==> config.mk <==
export PLATFORM = sky130hd
export DESIGN_NAME = fma_unit
export DESIGN_NICKNAME = d
export VERILOG_FILES = /design/src/fma_fmt_pkg.sv /design/src/fma_op_pkg.sv /design/src/fma_align_add.sv /design/src/fma_classifier.sv /design/src/fma_normalize_round.sv /design/src/fma_operand_select.sv /design/src/fma_unit.sv
export SDC_FILE = /design/constraint.sdc
export NUM_CORES = 1
export LEC_CHECK = 0
export ABC_AREA = 1
export BUFFER_PORTS_ARGS = -buffer_cell sky130_fd_sc_hd__buf_4
export CAP_MARGIN = 40
export CORE_UTILIZATION = 40
export DETAILED_ROUTE_END_ITERATION = 8
export PLACE_DENSITY = 0.61
export SKIP_LAST_GASP = 1
export SYNTH_ARGS = -nofsm -noshare
export SYNTH_HDL_FRONTEND = slang
export SYNTH_SLANG_ARGS = --single-unit
==> constraint.sdc <==
create_clock -name clk_i -period 11 [get_ports clk_i]
set_input_delay 1.1 -clock clk_i [delete_from_list [all_inputs] [get_ports clk_i]]
set_output_delay 1.1 -clock clk_i [all_outputs]
set_load 0.02 [all_outputs]
==> src/fma_fmt_pkg.sv <==
// ----------------------------------------------------------
// Binary16 format description for the FMA datapath
// Field layout, internal widths and operand class flags
// ----------------------------------------------------------
`default_nettype none

package fma_fmt_pkg;

  // Encoding of binary16
  localparam int EXP_BITS       = 5;
  localparam int MAN_BITS       = 10;
  localparam int BIAS           = 15;
  localparam int PRECISION_BITS = MAN_BITS + 1;
  localparam int FP_WIDTH       = 1 + EXP_BITS + MAN_BITS;

  // Internal datapath widths
  localparam int LOWER_SUM_WIDTH = 2 * PRECISION_BITS + 3;
  localparam int LZC_WIDTH       = $clog2(LOWER_SUM_WIDTH);
  // Wide enough for both the biased exponent range and the LZC result
  localparam int EXP_WIDTH       = 7;
  localparam int SUM_WIDTH       = 3 * PRECISION_BITS + 4;
  localparam int SHAMT_WIDTH     = $clog2(SUM_WIDTH + 1);

  localparam logic [FP_WIDTH-1:0] QNAN_CANON = 16'h7E00;

  typedef struct packed {
    logic                sign;
    logic [EXP_BITS-1:0] exponent;
    logic [MAN_BITS-1:0] mantissa;
  } fp_t;

  // Same operand word seen as raw bits or as fields
  typedef union packed {
    logic [FP_WIDTH-1:0] raw;
    fp_t                 fields;
  } fp_word_u;

  typedef struct packed {
    logic is_normal;
    logic is_subnormal;
    logic is_zero;
    logic is_inf;
    logic is_nan;
    logic is_signalling;
    logic is_quiet;
  } fp_info_t;

endpackage

`default_nettype wire

==> src/fma_op_pkg.sv <==
// ----------------------------------------------------------
// Operation encodings, status flags and the structs that
// carry an operation from one FMA stage to the next
// ----------------------------------------------------------
`default_nettype none

package fma_op_pkg;

  // op_mod selects FMSUB, FNMADD and SUB on top of these
  typedef enum logic [1:0] {
    FMADD  = 2'd0,
    FNMSUB = 2'd1,
    ADD    = 2'd2,
    MUL    = 2'd3
  } operation_e;

  typedef enum logic [2:0] {
    RNE = 3'b000,
    RTZ = 3'b001,
    RDN = 3'b010,
    RUP = 3'b011,
    RMM = 3'b100
  } roundmode_e;

  typedef struct packed {
    logic NV;
    logic DZ;
    logic OF;
    logic UF;
    logic NX;
  } status_t;

  // Operands after sign and constant adjustment
  typedef struct packed {
    fma_fmt_pkg::fp_t      a;
    fma_fmt_pkg::fp_t      b;
    fma_fmt_pkg::fp_t      c;
    fma_fmt_pkg::fp_info_t info_a;
    fma_fmt_pkg::fp_info_t info_b;
    fma_fmt_pkg::fp_info_t info_c;
  } fma_adj_t;

  // Bypass result for NaN and infinity cases
  typedef struct packed {
    logic                  is_special;
    fma_fmt_pkg::fp_word_u result;
    status_t               status;
  } fma_special_t;

  // Contents of the register after the adder
  typedef struct packed {
    logic                                      eff_sub;
    logic                                      final_sign;
    logic signed [fma_fmt_pkg::EXP_WIDTH-1:0]  exp_prod;
    logic signed [fma_fmt_pkg::EXP_WIDTH-1:0]  exp_diff;
    logic signed [fma_fmt_pkg::EXP_WIDTH-1:0]  tent_exp;
    logic [fma_fmt_pkg::SHAMT_WIDTH-1:0]       addend_shamt;
    logic                                      sticky;
    logic [fma_fmt_pkg::SUM_WIDTH-1:0]         sum;
    roundmode_e                                rnd_mode;
    fma_special_t                              special;
    logic                                      mask;
  } fma_mid_t;

endpackage

`default_nettype wire

==> src/fma_align_add.sv <==
// ----------------------------------------------------------
// Exponent path, mantissa product, addend alignment and the
// wide add, closed by the first pipeline register
// ----------------------------------------------------------
`timescale 1ns/1ps
`default_nettype none

module fma_align_add (
  input  logic                     clk_i,
  input  logic                     reset_i,
  input  fma_op_pkg::fma_adj_t     adj_i,
  input  fma_op_pkg::fma_special_t special_i,
  input  fma_op_pkg::roundmode_e   rnd_mode_i,
  input  logic                     mask_i,
  output fma_op_pkg::fma_mid_t     mid_o
);

  import fma_fmt_pkg::*;
  import fma_op_pkg::*;

  logic signed [EXP_WIDTH-1:0] exp_a, exp_b, exp_c;
  logic signed [EXP_WIDTH-1:0] exp_addend, exp_prod, exp_diff, tent_exp;
  logic [SHAMT_WIDTH-1:0]      addend_shamt;
  logic [PRECISION_BITS-1:0]   man_a, man_b, man_c;
  logic [2*PRECISION_BITS-1:0] product;
  logic [SUM_WIDTH-1:0]        product_shifted;
  logic [SUM_WIDTH-1:0]        addend_after_shift;
  logic [PRECISION_BITS-1:0]   addend_sticky_bits;
  logic [SUM_WIDTH-1:0]        addend_shifted;
  logic                        sticky;
  logic                        eff_sub;
  logic                        tent_sign;
  logic                        carry_in;
  logic [SUM_WIDTH:0]          sum_raw;
  logic [SUM_WIDTH-1:0]        sum;
  logic                        final_sign;
  fma_mid_t                    mid_d;

  // ----------------------------------------------------------
  // Exponent path
  // ----------------------------------------------------------
  // Exponents stay biased, subnormals and zeros count as exponent 1
  assign exp_a      = signed'(EXP_WIDTH'(adj_i.a.exponent));
  assign exp_b      = signed'(EXP_WIDTH'(adj_i.b.exponent));
  assign exp_c      = signed'(EXP_WIDTH'(adj_i.c.exponent));
  assign exp_addend = exp_c + signed'(EXP_WIDTH'(!adj_i.info_c.is_normal));

  // Zero product takes the smallest exponent
  assign exp_prod = (adj_i.info_a.is_zero || adj_i.info_b.is_zero)
                    ? signed'(EXP_WIDTH'(2 - BIAS))
                    : exp_a + signed'(EXP_WIDTH'(adj_i.info_a.is_subnormal))
                      + exp_b + signed'(EXP_WIDTH'(adj_i.info_b.is_subnormal))
                      - signed'(EXP_WIDTH'(BIAS));

  assign exp_diff = exp_addend - exp_prod;
  assign tent_exp = (exp_diff > 0) ? exp_addend : exp_prod;

  always_comb begin : addend_shift_amount
    if (exp_diff <= -2 * PRECISION_BITS - 1) begin
      // Addend lands entirely in the sticky bit
      addend_shamt = SHAMT_WIDTH'(SUM_WIDTH);
    end else if (exp_diff <= PRECISION_BITS + 2) begin
      addend_shamt = SHAMT_WIDTH'(PRECISION_BITS + 3 - exp_diff);
    end else begin
      // Product lands entirely below the addend
      addend_shamt = '0;
    end
  end

  // ----------------------------------------------------------
  // Mantissa path
  // ----------------------------------------------------------
  assign man_a   = {adj_i.info_a.is_normal, adj_i.a.mantissa};
  assign man_b   = {adj_i.info_b.is_normal, adj_i.b.mantissa};
  assign man_c   = {adj_i.info_c.is_normal, adj_i.c.mantissa};
  assign product = man_a * man_b;

  // Product sits above two bits kept for round and sticky
  assign product_shifted = {{(SUM_WIDTH - 2*PRECISION_BITS - 2){1'b0}}, product, 2'b00};

  // Bits shifted past the bottom fold into one sticky bit
  assign {addend_after_shift, addend_sticky_bits} = {man_c, {SUM_WIDTH{1'b0}}} >> addend_shamt;
  assign sticky = |addend_sticky_bits;

  assign eff_sub        = adj_i.a.sign ^ adj_i.b.sign ^ adj_i.c.sign;
  assign tent_sign      = adj_i.a.sign ^ adj_i.b.sign;
  assign addend_shifted = eff_sub ? ~addend_after_shift : addend_after_shift;
  // Two's complement carry, skipped when sticky bits were lost
  assign carry_in       = eff_sub & ~sticky;

  assign sum_raw = product_shifted + addend_shifted + carry_in;

  // No carry out on a subtraction means a negative sum
  assign sum = (eff_sub && !sum_raw[SUM_WIDTH]) ? -sum_raw[SUM_WIDTH-1:0]
                                                : sum_raw[SUM_WIDTH-1:0];
  assign final_sign = eff_sub ? (sum_raw[SUM_WIDTH] == tent_sign) : tent_sign;

  // ----------------------------------------------------------
  // Stage 1 register
  // ----------------------------------------------------------
  assign mid_d = '{
    eff_sub:      eff_sub,
    final_sign:   final_sign,
    exp_prod:     exp_prod,
    exp_diff:     exp_diff,
    tent_exp:     tent_exp,
    addend_shamt: addend_shamt,
    sticky:       sticky,
    sum:          sum,
    rnd_mode:     rnd_mode_i,
    special:      special_i,
    mask:         mask_i
  };

  always_ff @(posedge clk_i) begin
    if (reset_i) begin
      mid_o <= '0;
    end else begin
      mid_o <= mid_d;
    end
  end

endmodule

`default_nettype wire

==> src/fma_classifier.sv <==
// ----------------------------------------------------------
// Operand classifier, purely combinational
// One set of class flags per operand word
// ----------------------------------------------------------
`timescale 1ns/1ps
`default_nettype none

module fma_classifier (
  input  fma_fmt_pkg::fp_word_u [2:0] operands_i,
  output fma_fmt_pkg::fp_info_t [2:0] info_o
);

  import fma_fmt_pkg::*;

  for (genvar i = 0; i < 3; i++) begin : gen_class
    logic exp_zero;
    logic exp_ones;
    logic man_zero;

    assign exp_zero = (operands_i[i].fields.exponent == '0);
    assign exp_ones = (operands_i[i].fields.exponent == '1);
    assign man_zero = (operands_i[i].fields.mantissa == '0);

    assign info_o[i].is_normal    = !exp_zero && !exp_ones;
    assign info_o[i].is_subnormal = exp_zero && !man_zero;
    assign info_o[i].is_zero      = exp_zero && man_zero;
    assign info_o[i].is_inf       = exp_ones && man_zero;
    assign info_o[i].is_nan       = exp_ones && !man_zero;
    // Quiet bit is the mantissa MSB
    assign info_o[i].is_signalling = exp_ones && !man_zero
                                     && !operands_i[i].fields.mantissa[MAN_BITS-1];
    assign info_o[i].is_quiet      = exp_ones && operands_i[i].fields.mantissa[MAN_BITS-1];
  end

endmodule

`default_nettype wire

==> src/fma_normalize_round.sv <==
// ----------------------------------------------------------
// Normalization, rounding, flags and result selection,
// closed by the output register
// ----------------------------------------------------------
`timescale 1ns/1ps
`default_nettype none

module fma_normalize_round (
  input  logic                  clk_i,
  input  logic                  reset_i,
  input  fma_op_pkg::fma_mid_t  mid_i,
  output fma_fmt_pkg::fp_word_u result_o,
  output fma_op_pkg::status_t   status_o,
  output logic                  mask_o
);

  import fma_fmt_pkg::*;
  import fma_op_pkg::*;

  logic [LOWER_SUM_WIDTH-1:0]   sum_lower;
  logic [LZC_WIDTH-1:0]         lz_count;
  logic signed [EXP_WIDTH-1:0]  lz_count_sgn;
  logic                         lz_empty;
  logic [SHAMT_WIDTH-1:0]       norm_shamt;
  logic signed [EXP_WIDTH-1:0]  norm_exp;
  logic [SUM_WIDTH:0]           sum_shifted;
  logic [PRECISION_BITS:0]      final_man;
  logic [LOWER_SUM_WIDTH-1:0]   sum_sticky_bits;
  logic signed [EXP_WIDTH-1:0]  final_exp;
  logic                         sticky_after_norm;
  logic                         of_before_round;
  logic                         of_after_round;
  logic [EXP_BITS+MAN_BITS-1:0] pre_round_abs;
  logic [EXP_BITS+MAN_BITS-1:0] rounded_abs;
  logic [1:0]                   round_sticky;
  logic                         round_up;
  logic                         rounded_sign;
  fp_word_u                     regular_result;
  status_t                      regular_status;

  // ----------------------------------------------------------
  // Normalization
  // ----------------------------------------------------------
  assign sum_lower = mid_i.sum[LOWER_SUM_WIDTH-1:0];

  // Leading zero count, first one from the MSB wins
  always_comb begin : lzc
    lz_count = '0;
    lz_empty = 1'b1;
    for (int i = 0; i < LOWER_SUM_WIDTH; i++) begin
      if (lz_empty && sum_lower[LOWER_SUM_WIDTH-1-i]) begin
        lz_count = LZC_WIDTH'(i);
        lz_empty = 1'b0;
      end
    end
  end

  assign lz_count_sgn = signed'(EXP_WIDTH'(lz_count));

  always_comb begin : norm_shift_amount
    // Product anchored, or a cancellation that needs the count
    if (mid_i.exp_diff <= 0 || (mid_i.eff_sub && mid_i.exp_diff <= 2)) begin
      if ((mid_i.exp_prod - lz_count_sgn + 1 >= 0) && !lz_empty) begin
        norm_shamt = SHAMT_WIDTH'(PRECISION_BITS + 2 + lz_count);
        norm_exp   = mid_i.exp_prod - lz_count_sgn + 1;
      end else begin
        // Subnormal result, shift capped at the minimum exponent
        norm_shamt = SHAMT_WIDTH'(PRECISION_BITS + 2 + mid_i.exp_prod);
        norm_exp   = '0;
      end
    end else begin
      // Addend anchored, undo the alignment shift
      norm_shamt = mid_i.addend_shamt;
      norm_exp   = mid_i.tent_exp;
    end
  end

  assign sum_shifted = {1'b0, mid_i.sum} << norm_shamt;

  // One-bit fix-up, the leading one may sit one place off
  always_comb begin : small_norm
    {final_man, sum_sticky_bits} = sum_shifted[SUM_WIDTH-1:0];
    final_exp                    = norm_exp;
    if (sum_shifted[SUM_WIDTH]) begin
      {final_man, sum_sticky_bits} = sum_shifted[SUM_WIDTH:1];
      final_exp                    = norm_exp + 1;
    end else if (sum_shifted[SUM_WIDTH-1]) begin
      final_exp = norm_exp;
    end else if (norm_exp > 1) begin
      {final_man, sum_sticky_bits} = {sum_shifted[SUM_WIDTH-2:0], 1'b0};
      final_exp                    = norm_exp - 1;
    end else begin
      final_exp = '0;
    end
  end

  assign sticky_after_norm = (|sum_sticky_bits) | mid_i.sticky;

  // ----------------------------------------------------------
  // Rounding
  // ----------------------------------------------------------
  assign of_before_round = (final_exp >= 2**EXP_BITS - 1);

  // Overflow saturates to the largest finite value, rounding then decides
  assign pre_round_abs = of_before_round
                         ? {EXP_BITS'(2**EXP_BITS - 2), {MAN_BITS{1'b1}}}
                         : {final_exp[EXP_BITS-1:0], final_man[MAN_BITS:1]};
  assign round_sticky  = of_before_round ? 2'b11 : {final_man[0], sticky_after_norm};

  always_comb begin : round_decision
    case (mid_i.rnd_mode)
      RNE:     round_up = round_sticky[1] & (round_sticky[0] | pre_round_abs[0]);
      RTZ:     round_up = 1'b0;
      RDN:     round_up = (|round_sticky) & mid_i.final_sign;
      RUP:     round_up = (|round_sticky) & ~mid_i.final_sign;
      RMM:     round_up = round_sticky[1];
      default: round_up = 1'b0;
    endcase
  end

  // Carry into the exponent gives the next binade or infinity
  assign rounded_abs = pre_round_abs + (EXP_BITS+MAN_BITS)'(round_up);

  // Exact zero from a subtraction is +0, or -0 under RDN
  assign rounded_sign = (pre_round_abs == '0 && round_sticky == 2'b00 && mid_i.eff_sub)
                        ? (mid_i.rnd_mode == RDN) : mid_i.final_sign;

  assign of_after_round = (rounded_abs[EXP_BITS+MAN_BITS-1:MAN_BITS] == '1);

  // ----------------------------------------------------------
  // Flags and result selection
  // ----------------------------------------------------------
  assign regular_result.raw = {rounded_sign, rounded_abs};
  assign regular_status.NV  = 1'b0;
  assign regular_status.DZ  = 1'b0;
  assign regular_status.OF  = of_before_round | of_after_round;
  assign regular_status.NX  = (|round_sticky) | regular_status.OF;
  // Tininess after rounding, only for inexact results
  assign regular_status.UF  = (rounded_abs[EXP_BITS+MAN_BITS-1:MAN_BITS] == '0)
                              & regular_status.NX;

  always_ff @(posedge clk_i) begin
    if (reset_i) begin
      result_o <= '0;
      status_o <= '0;
      mask_o   <= 1'b0;
    end else begin
      result_o <= mid_i.special.is_special ? mid_i.special.result : regular_result;
      status_o <= mid_i.special.is_special ? mid_i.special.status : regular_status;
      mask_o   <= mid_i.mask;
    end
  end

endmodule

`default_nettype wire

==> src/fma_operand_select.sv <==
// ----------------------------------------------------------
// Operand adjustment per operation and special-case bypass
// Combinational, feeds the align and add stage
// ----------------------------------------------------------
`timescale 1ns/1ps
`default_nettype none

module fma_operand_select (
  input  fma_fmt_pkg::fp_word_u [2:0] operands_i,
  input  fma_fmt_pkg::fp_info_t [2:0] info_i,
  input  fma_op_pkg::operation_e      op_i,
  input  logic                        op_mod_i,
  input  fma_op_pkg::roundmode_e      rnd_mode_i,
  output fma_op_pkg::fma_adj_t        adj_o,
  output fma_op_pkg::fma_special_t    special_o
);

  import fma_fmt_pkg::*;
  import fma_op_pkg::*;

  logic any_nan;
  logic any_snan;
  logic prod_inf;
  logic eff_sub;

  // ----------------------------------------------------------
  // Operand adjustment
  // ----------------------------------------------------------
  always_comb begin : op_select
    adj_o.a      = operands_i[0].fields;
    adj_o.b      = operands_i[1].fields;
    adj_o.c      = operands_i[2].fields;
    adj_o.info_a = info_i[0];
    adj_o.info_b = info_i[1];
    adj_o.info_c = info_i[2];
    // op_mod always negates the addend
    adj_o.c.sign = operands_i[2].fields.sign ^ op_mod_i;

    case (op_i)
      FNMSUB: adj_o.a.sign = ~operands_i[0].fields.sign;
      ADD: begin
        // Multiplier becomes +1.0
        adj_o.a      = '{sign: 1'b0, exponent: EXP_BITS'(BIAS), mantissa: '0};
        adj_o.info_a = '{is_normal: 1'b1, default: 1'b0};
      end
      MUL: begin
        // Zero addend keeps the product sign of a zero product
        adj_o.c      = '{sign: (rnd_mode_i != RDN), exponent: '0, mantissa: '0};
        adj_o.info_c = '{is_zero: 1'b1, default: 1'b0};
      end
      default: ;
    endcase
  end

  // ----------------------------------------------------------
  // Special cases
  // ----------------------------------------------------------
  assign any_nan  = adj_o.info_a.is_nan | adj_o.info_b.is_nan | adj_o.info_c.is_nan;
  assign any_snan = adj_o.info_a.is_signalling | adj_o.info_b.is_signalling
                    | adj_o.info_c.is_signalling;
  assign prod_inf = adj_o.info_a.is_inf | adj_o.info_b.is_inf;
  // Product and addend signs differ
  assign eff_sub  = adj_o.a.sign ^ adj_o.b.sign ^ adj_o.c.sign;

  always_comb begin : special_cases
    special_o.is_special = 1'b0;
    special_o.result.raw = QNAN_CANON;
    special_o.status     = '0;

    // inf * 0 is invalid even with a quiet NaN addend
    if ((adj_o.info_a.is_inf && adj_o.info_b.is_zero)
        || (adj_o.info_a.is_zero && adj_o.info_b.is_inf)) begin
      special_o.is_special = 1'b1;
      special_o.status.NV  = 1'b1;
    end else if (any_nan) begin
      special_o.is_special = 1'b1;
      special_o.status.NV  = any_snan;
    end else if (prod_inf && adj_o.info_c.is_inf && eff_sub) begin
      // inf - inf
      special_o.is_special = 1'b1;
      special_o.status.NV  = 1'b1;
    end else if (prod_inf) begin
      special_o.is_special    = 1'b1;
      special_o.result.fields = '{sign: adj_o.a.sign ^ adj_o.b.sign, exponent: '1,
                                  mantissa: '0};
    end else if (adj_o.info_c.is_inf) begin
      special_o.is_special    = 1'b1;
      special_o.result.fields = '{sign: adj_o.c.sign, exponent: '1, mantissa: '0};
    end
  end

endmodule

`default_nettype wire

==> src/fma_unit.sv <==
// ----------------------------------------------------------
// Binary16 fused multiply-add, two-cycle latency
// One operation accepted per clock, mask travels alongside
// ----------------------------------------------------------
`timescale 1ns/1ps
`default_nettype none

module fma_unit (
  input  logic                        clk_i,
  input  logic                        reset_i,
  input  fma_fmt_pkg::fp_word_u [2:0] operands_i,
  input  fma_op_pkg::operation_e      op_i,
  input  logic                        op_mod_i,
  input  fma_op_pkg::roundmode_e      rnd_mode_i,
  input  logic                        mask_i,
  output fma_fmt_pkg::fp_word_u       result_o,
  output fma_op_pkg::status_t         status_o,
  output logic                        mask_o
);

  fma_fmt_pkg::fp_info_t [2:0] info;
  fma_op_pkg::fma_adj_t        adj;
  fma_op_pkg::fma_special_t    special;
  fma_op_pkg::fma_mid_t        mid;

  fma_classifier u_classifier (
    .operands_i (operands_i),
    .info_o     (info)
  );

  fma_operand_select u_operand_select (
    .operands_i (operands_i),
    .info_i     (info),
    .op_i       (op_i),
    .op_mod_i   (op_mod_i),
    .rnd_mode_i (rnd_mode_i),
    .adj_o      (adj),
    .special_o  (special)
  );

  // Stage 1 ends after the adder
  fma_align_add u_align_add (
    .clk_i      (clk_i),
    .reset_i    (reset_i),
    .adj_i      (adj),
    .special_i  (special),
    .rnd_mode_i (rnd_mode_i),
    .mask_i     (mask_i),
    .mid_o      (mid)
  );

  // Stage 2 ends at the outputs
  fma_normalize_round u_normalize_round (
    .clk_i    (clk_i),
    .reset_i  (reset_i),
    .mid_i    (mid),
    .result_o (result_o),
    .status_o (status_o),
    .mask_o   (mask_o)
  );

endmodule

`default_nettype wire

==> flow_summary.json, run 1 <==
{
  "clk-insertion-delay-late_ns": 0.36,
  "netlist_top_cells_count": "sky130_fd_sc_hd__nand2_1 (540), sky130_fd_sc_hd__inv_1 (411), sky130_fd_sc_hd__nor2_1 (319)",
  "synthDominantCellAreaShare": 0.127,
  "worstSetupPathType": "in2reg",
  "max_slew.worst_pin.slew_ns": 0.866,
  "grtUsageTotal": 0.223,
  "slowest_stage": "sky130_fd_sc_hd__ha_1",
  "port_buffers": 77,
  "overflow": 0,
  "drt_first_pass_iters": 6,
  "reg2reg_depth": 61,
  "worstReg2RegStart": "u_align_add.mid_o[48]",
  "cts_buffers": 9,
  "syn-instance-count": 2589,
  "antenna_found_initial": 0,
  "slew_headroom": 0.421,
  "viasPerCell": 5.15,
  "clock_path_buffers": 2,
  "cts_htree_levels": 3,
  "fin_worst_skew_ns": 0.0203,
  "timing.max_cap.violations": 0,
  "die_width_um": 202,
  "ant_nets": 0,
  "status": "finished, final reports clean",
  "final.setup.worst_slack_ns": 0.533,
  "worst_path_largest_cell_delay_ns": 0.34,
  "start_util": 0.410,
  "worst_ep_required_time_ns": 11.28,
  "crit_arrival_ns": 10.75,
  "final.hold.worst_slack_ns": 0.408,
  "ys_top_cells_by_area": "sky130_fd_sc_hd__nand2_1 (13%), sky130_fd_sc_hd__dfxtp_1 (12%), sky130_fd_sc_hd__fa_1 (10%)",
  "postSynth.topFlopCell": "sky130_fd_sc_hd__dfxtp_1",
  "design.portCount": 79,
  "dr_total_vias": 16604,
  "chipHeight_um": 202,
  "clock_tree.root_cell": "sky130_fd_sc_hd__clkbuf_16",
  "core_area_um2": 39000,
  "synth-async-reset-ratio": 0,
  "hold-path-cell-count": 2,
  "cp-startpoint": "operands_i[4]",
  "grt_pass1_vias": 15544,
  "syn_avg_cell_area_um2": 6.18,
  "post_synth_cell_types": 65,
  "netlist_area_um2": 16000,
  "placed_cell_area_um2": 17400,
  "layout_utilization": 0.471,
  "timing.hold.worst.start": "u_align_add.mid_o[0]",
  "synth_most_common_cell": "sky130_fd_sc_hd__nand2_1",
  "clock.fmax_mhz": 95.5,
  "critPathCaptureType": "flop",
  "synth-edff-count": 0,
  "path_max_fanout": 8,
  "ys_seq_elements": 97,
  "setup_viol": 0,
  "grt_first_pass_wirelength_mm": 75.6,
  "grt_setup_unrepaired": "yes",
  "nFillCells": 4069,
  "netlist.top_cell.by_area": "sky130_fd_sc_hd__nand2_1",
  "num-nets-final": 2966,
  "rrSetupSlack_ns": 1.48,
  "finalCritPeriodShare": 0.952,
  "dp_slack_ns": -0.102,
  "drt_wl_total_mm": 46.9,
  "setup.worst_path.start_class": "primary input",
  "min_path_type": "reg2reg",
  "drt_iter0_markers": 1064,
  "timing.final.hold_violations": 0,
  "synthesized_nets": 2855,
  "design_area_um2": 18400,
  "grt_start_max_net_pins": 49,
  "synth.yosys.warnings": 0,
  "die_footprint_um2": 40800,
  "clkSlewWorstSetupHoldPaths_ns": 0.08,
  "slew_violations": 0,
  "gp_congestion": 0.943,
  "syn_to_final_growth_pct": 14.7,
  "synth_sequential_area_ratio": 0.121,
  "place_hpwl_mm": 38.6,
  "tritoncts": "yes",
  "layout_min_cycle_time_ns": 10.47,
  "remaining_drc_errors": 0,
  "rows": 72,
  "clock-sinks": 97,
  "antenna_cells": 0,
  "detail_route.wl_per_cell_um": 14.6,
  "layout-drive-gt1-share": 0.133
}
-- stage by stage --
stage	TNS (ns)	std cells
after floorplan	0	2589
after global placement	0	3182
after detailed placement	-0.192	3184
after CTS	0	3200
after global routing	-0.819	3223
final	0	3223
-- worst paths after layout --
| check | endpoint |
|---|---|
| setup / recovery | u_align_add.mid_o[60] |
| hold / removal | u_normalize_round.mask_o |
| setup reg to reg | u_normalize_round.status_o[1] |
| hold reg to reg | u_normalize_round.mask_o |
-- repair_timing --
action                                  in CTS  in global routing
setup buffers                                0                 24
endpoints found under the setup margin       0                 17
resized for setup                            0                132
hold buffers                                 0                  0
endpoints found under the hold margin        0                  0
-- cells by family (layout without fill, tap and decap cells) --
group | Yosys count | count (layout) | share of synthesized area
adder cells (fa/ha/maj) | 209 | 209 | 0.202
other | 1 | 1 | 0.000234
multiplexers | 1 | 1 | 0.000626
flip-flops | 97 | 97 | 0.121
AO/OA/AOI/OAI | 408 | 408 | 0.142
XOR/XNOR | 123 | 123 | 0.0673
AND/OR/NAND/NOR | 1241 | 1241 | 0.340
buffers and inverters | 509 | 625 | 0.126
-- metal layers --
| metal | up-vias | wire length [um] | GRT usage |
|---|---|---|---|
| met5 | - | 0 | 0 |
| met4 | 0 | 925 | 0.0568 |
| met3 | 59 | 1710 | 0.0160 |
| met2 | 396 | 22200 | 0.382 |
| met1 | 7619 | 22100 | 0.303 |
| li1 | 8530 | - | - |
-- worst max-delay path, delay by kind of cell --
family	cells	cell delay [ns]
AO/OA/AOI/OAI	21	2.87
XOR/XNOR	3	0.34
AND/OR/NAND/NOR	31	3.52
adder cells (fa/ha/maj)	7	1.55
multiplexers	1	0.21
buffers and inverters	10	1.12
-- sequential cells by signal (all words and copies together), names as in the netlist --
| register | count |
|---|---|
| u_align_add.mid_o | 76 |
| u_normalize_round.mask_o | 1 |
| u_normalize_round.result_o | 16 |
| u_normalize_round.status_o | 4 |
-- cells in the final DEF, fill, tap and decap left out, types with 9 or more instances in the layout --
cell and count:
sky130_fd_sc_hd__nand2_2 22, sky130_fd_sc_hd__xor2_1 87, sky130_fd_sc_hd__ha_1 115, sky130_fd_sc_hd__a21oi_2 10, sky130_fd_sc_hd__inv_1 401, sky130_fd_sc_hd__nor2_2 17, sky130_fd_sc_hd__o21ai_0 135, sky130_fd_sc_hd__nand2_4 9
sky130_fd_sc_hd__dfxtp_1 97, sky130_fd_sc_hd__a21oi_1 123, sky130_fd_sc_hd__clkbuf_16 9, sky130_fd_sc_hd__o22ai_1 17, sky130_fd_sc_hd__buf_4 170, sky130_fd_sc_hd__a31oi_1 9, sky130_fd_sc_hd__or2_2 12, sky130_fd_sc_hd__nand4_1 30
sky130_fd_sc_hd__o21ai_2 17, sky130_fd_sc_hd__ha_4 9, sky130_fd_sc_hd__nand3_1 217, sky130_fd_sc_hd__o21bai_1 11, sky130_fd_sc_hd__nand2_1 525, sky130_fd_sc_hd__nor3_1 39, sky130_fd_sc_hd__xnor2_1 27, sky130_fd_sc_hd__inv_2 20
sky130_fd_sc_hd__o21ai_1 42, sky130_fd_sc_hd__nor2_1 310, sky130_fd_sc_hd__nor4_1 12, sky130_fd_sc_hd__o211ai_1 9, sky130_fd_sc_hd__fa_1 81
-- area by class of cell --
type,instances,area [um^2],area share
clock buffers,9,225,0.0123
repair buffers,179,1380,0.0752
inverters,430,1620,0.0881
flip-flops and latches,97,1940,0.106
multi-input cells,1983,12500,0.679
well taps,518,648,0.0353
clock inverters,7,86.3,0.00470
Power of run 1 is not shown: default switching activity piles up to over one toggle a cycle in this logic, so the estimate is an artifact.
==> run 2, diff against run 1 <==
--- a/config.mk
+++ b/config.mk
@@ -10,7 +10,7 @@
 export CAP_MARGIN = 40
 export CORE_UTILIZATION = 40
 export DETAILED_ROUTE_END_ITERATION = 8
-export PLACE_DENSITY = 0.61
+export PLACE_DENSITY = 0.59
 export SKIP_LAST_GASP = 1
 export SYNTH_ARGS = -nofsm -noshare
 export SYNTH_HDL_FRONTEND = slang
==> constraint.sdc (replaced) <==
create_clock -name clk_i -period 13.3 [get_ports clk_i]
set_input_delay 1.33 -clock clk_i [delete_from_list [all_inputs] [get_ports clk_i]]
set_output_delay 1.33 -clock clk_i [all_outputs]
set_load 0.02 [all_outputs]
==> run 2 against run 1 <==
Effect of this change: non-clock buffer count is 89 lower; count of clock-buffer cells in the layout stayed put; routed wire length is 2.3% lower; core utilization is 2.8 points lower; first-iteration DRC count is 1.7% higher; via count is 2.7% lower; critical path depth is 5 lower; sequential cell count stayed put; register-to-register slack better by 2.4 ns; worst setup slack better by 0.75 ns; clock skew is 0.0050 ns lower; die area stayed put; critical path type unchanged; largest cell class unchanged; highest routed layer unchanged.
==> flow_summary.json, run 2 (synthesized netlist as in run 1, its figures left out) <==
{
  "cts_htree_levels": 3,
  "port_buffers": 77,
  "status": "finished, final reports clean",
  "worst_ep_required_time_ns": 13.56,
  "grt_pass1_vias": 15557,
  "path_max_fanout": 12,
  "largest_reg_flops": 76,
  "timing.final.hold_violations": 0,
  "worst_path_largest_cell_delay_ns": 0.52,
  "design_area_um2": 17300,
  "postCtsHoldBufs": 0,
  "totalNegativeSetupSlack_ns": 0,
  "finalCritPeriodShare": 0.904,
  "layout-drive-gt1-share": 0.0722,
  "sequential_cell_area_um2": 1940,
  "dr_total_vias": 16161,
  "detail_route.wl_per_cell_um": 14.6,
  "start_util": 0.410,
  "drt_first_pass_iters": 5,
  "worst_r2r_endpoint": "u_normalize_round.status_o[1]",
  "min_path_type": "reg2reg",
  "core_area_um2": 39000,
  "gp_congestion": 0.948,
  "viasPerCell": 5.16,
  "critPathCaptureType": "flop",
  "setup.worst_path.start_class": "primary input",
  "syn_to_final_growth_pct": 7.88,
  "largest_register": "u_align_add.mid_o",
  "placed_cell_area_um2": 16900,
  "clock_path_buffers": 2,
  "reg2reg_depth": 61,
  "grtUsageTotal": 0.227,
  "crit_path_frequent_cell": "sky130_fd_sc_hd__nand2_1",
  "design.portCount": 79,
  "die_footprint_um2": 40800,
  "setup_viol": 0,
  "worstSetupPathType": "in2reg",
  "clock_tree.root_cell": "sky130_fd_sc_hd__clkbuf_16",
  "cp-startpoint": "operands_i[17]",
  "rows": 72,
  "grt_start_max_net_pins": 49,
  "grt_setup_unrepaired": "no",
  "rrSetupSlack_ns": 3.84,
  "final_cell_mix": "sky130_fd_sc_hd__nand2_1 (540), sky130_fd_sc_hd__inv_1 (411), sky130_fd_sc_hd__nor2_1 (318)",
  "drt_iter0_markers": 1082,
  "num-nets-final": 2877,
  "hold-path-cell-count": 2,
  "slew_violations": 0,
  "fin_worst_skew_ns": 0.0152,
  "timing.hold.worst.start": "u_align_add.mid_o[0]",
  "whs_endpoint": "u_normalize_round.mask_o",
  "antenna_cells": 0,
  "die_width_um": 202,
  "cts_buffers": 9,
  "layout_min_cycle_time_ns": 12.02,
  "area_of_combinational_cells_with_multiple_inputs_um2": 12100,
  "chipHeight_um": 202,
  "layout_commonest_cell": "sky130_fd_sc_hd__nand2_1",
  "worstReg2RegStart": "u_align_add.mid_o[48]",
  "max_slew.worst_pin.slew_ns": 0.845,
  "timing.max_cap.violations": 0,
  "grt_first_pass_wirelength_mm": 76.4,
  "clkSlewWorstSetupHoldPaths_ns": 0.08,
  "clock-sinks": 97,
  "nFillCells": 4229,
  "crit_arrival_ns": 12.28,
  "slowest_stage": "sky130_fd_sc_hd__nor4_2",
  "slew_headroom": 0.431,
  "largest_registers": "u_align_add.mid_o (76), u_normalize_round.result_o (16), u_normalize_round.status_o (4)",
  "place_hpwl_mm": 38.6,
  "clock.fmax_mhz": 83.2,
  "antenna_found_initial": 0,
  "clk-insertion-delay-late_ns": 0.36,
  "ant_nets": 0,
  "overflow": 0,
  "drt_wl_total_mm": 45.9,
  "remaining_drc_errors": 0,
  "tritoncts": "yes"
}
[run 2: cell count changes in the layout (fill, tap and decap cells not counted), moves of 11 or more]
| cell | previous run | this run |
|---|---|---|
| sky130_fd_sc_hd__buf_4 | 170 | 90 |
| sky130_fd_sc_hd__o21ai_0 | 135 | 163 |
| sky130_fd_sc_hd__o21ai_1 | 42 | 26 |
| sky130_fd_sc_hd__nand2_1 | 525 | 540 |
| sky130_fd_sc_hd__nand2_2 | 22 | 10 |
| sky130_fd_sc_hd__o21ai_2 | 17 | 6 |
[run 2: repair_timing]
item,CTS,global route
resized for setup,0,4
endpoints found under the setup margin,0,9
buffers inserted,0,0
[run 2: layer usage]
metal  GRT usage  part of all wire
met2       0.387              0.47
met1       0.306              0.48
met3      0.0124             0.026
met4      0.0668             0.022
met5           0                 0
[run 2: final cells by class]
class | instances | area share
multi-input combinational | 1983 | 0.699
inverter | 430 | 0.0935
sequential | 97 | 0.113
tap | 518 | 0.0376
clock buffer | 9 | 0.0131
clock inverter | 7 | 0.00471
timing repair buffer | 90 | 0.0392
[run 2: worst max-delay path by stage]
stage | slack, ns | end
final | 1.28 | u_align_add.mid_o[61]
after floorplan | 2.43 | u_align_add.mid_o[61]
after detailed placement | 0.51 | u_align_add.mid_o[61]
after global placement | 0.93 | u_align_add.mid_o[61]
after CTS | 0.87 | u_align_add.mid_o[61]
after global routing | 0.004 | u_align_add.mid_o[61]
[run 2: critical path, delay by kind of cell]
family	cells	cell delay [ns]
buffers and inverters	8	0.85
AOI/OAI and AO/OA	23	3.73
and+or+nand+nor	28	4.10
adders and majority gates	6	1.49
xor gates and xnor gates	3	0.76
[run 2: per-stage QoR]
stage          hold WS, ns   util  cells  setup WS [ns]
6_report             0.408  0.442   3134           1.28
5_1_grt              0.430  0.442   3134        0.00390
4_1_cts              0.412  0.442   3134          0.866
3_5_place_dp         0.400  0.434   3118          0.514
3_3_place_gp         0.391  0.434   3118          0.930
2_1_floorplan        0.388      -   2589           2.43
Power of run 2 is left out for the same reason.
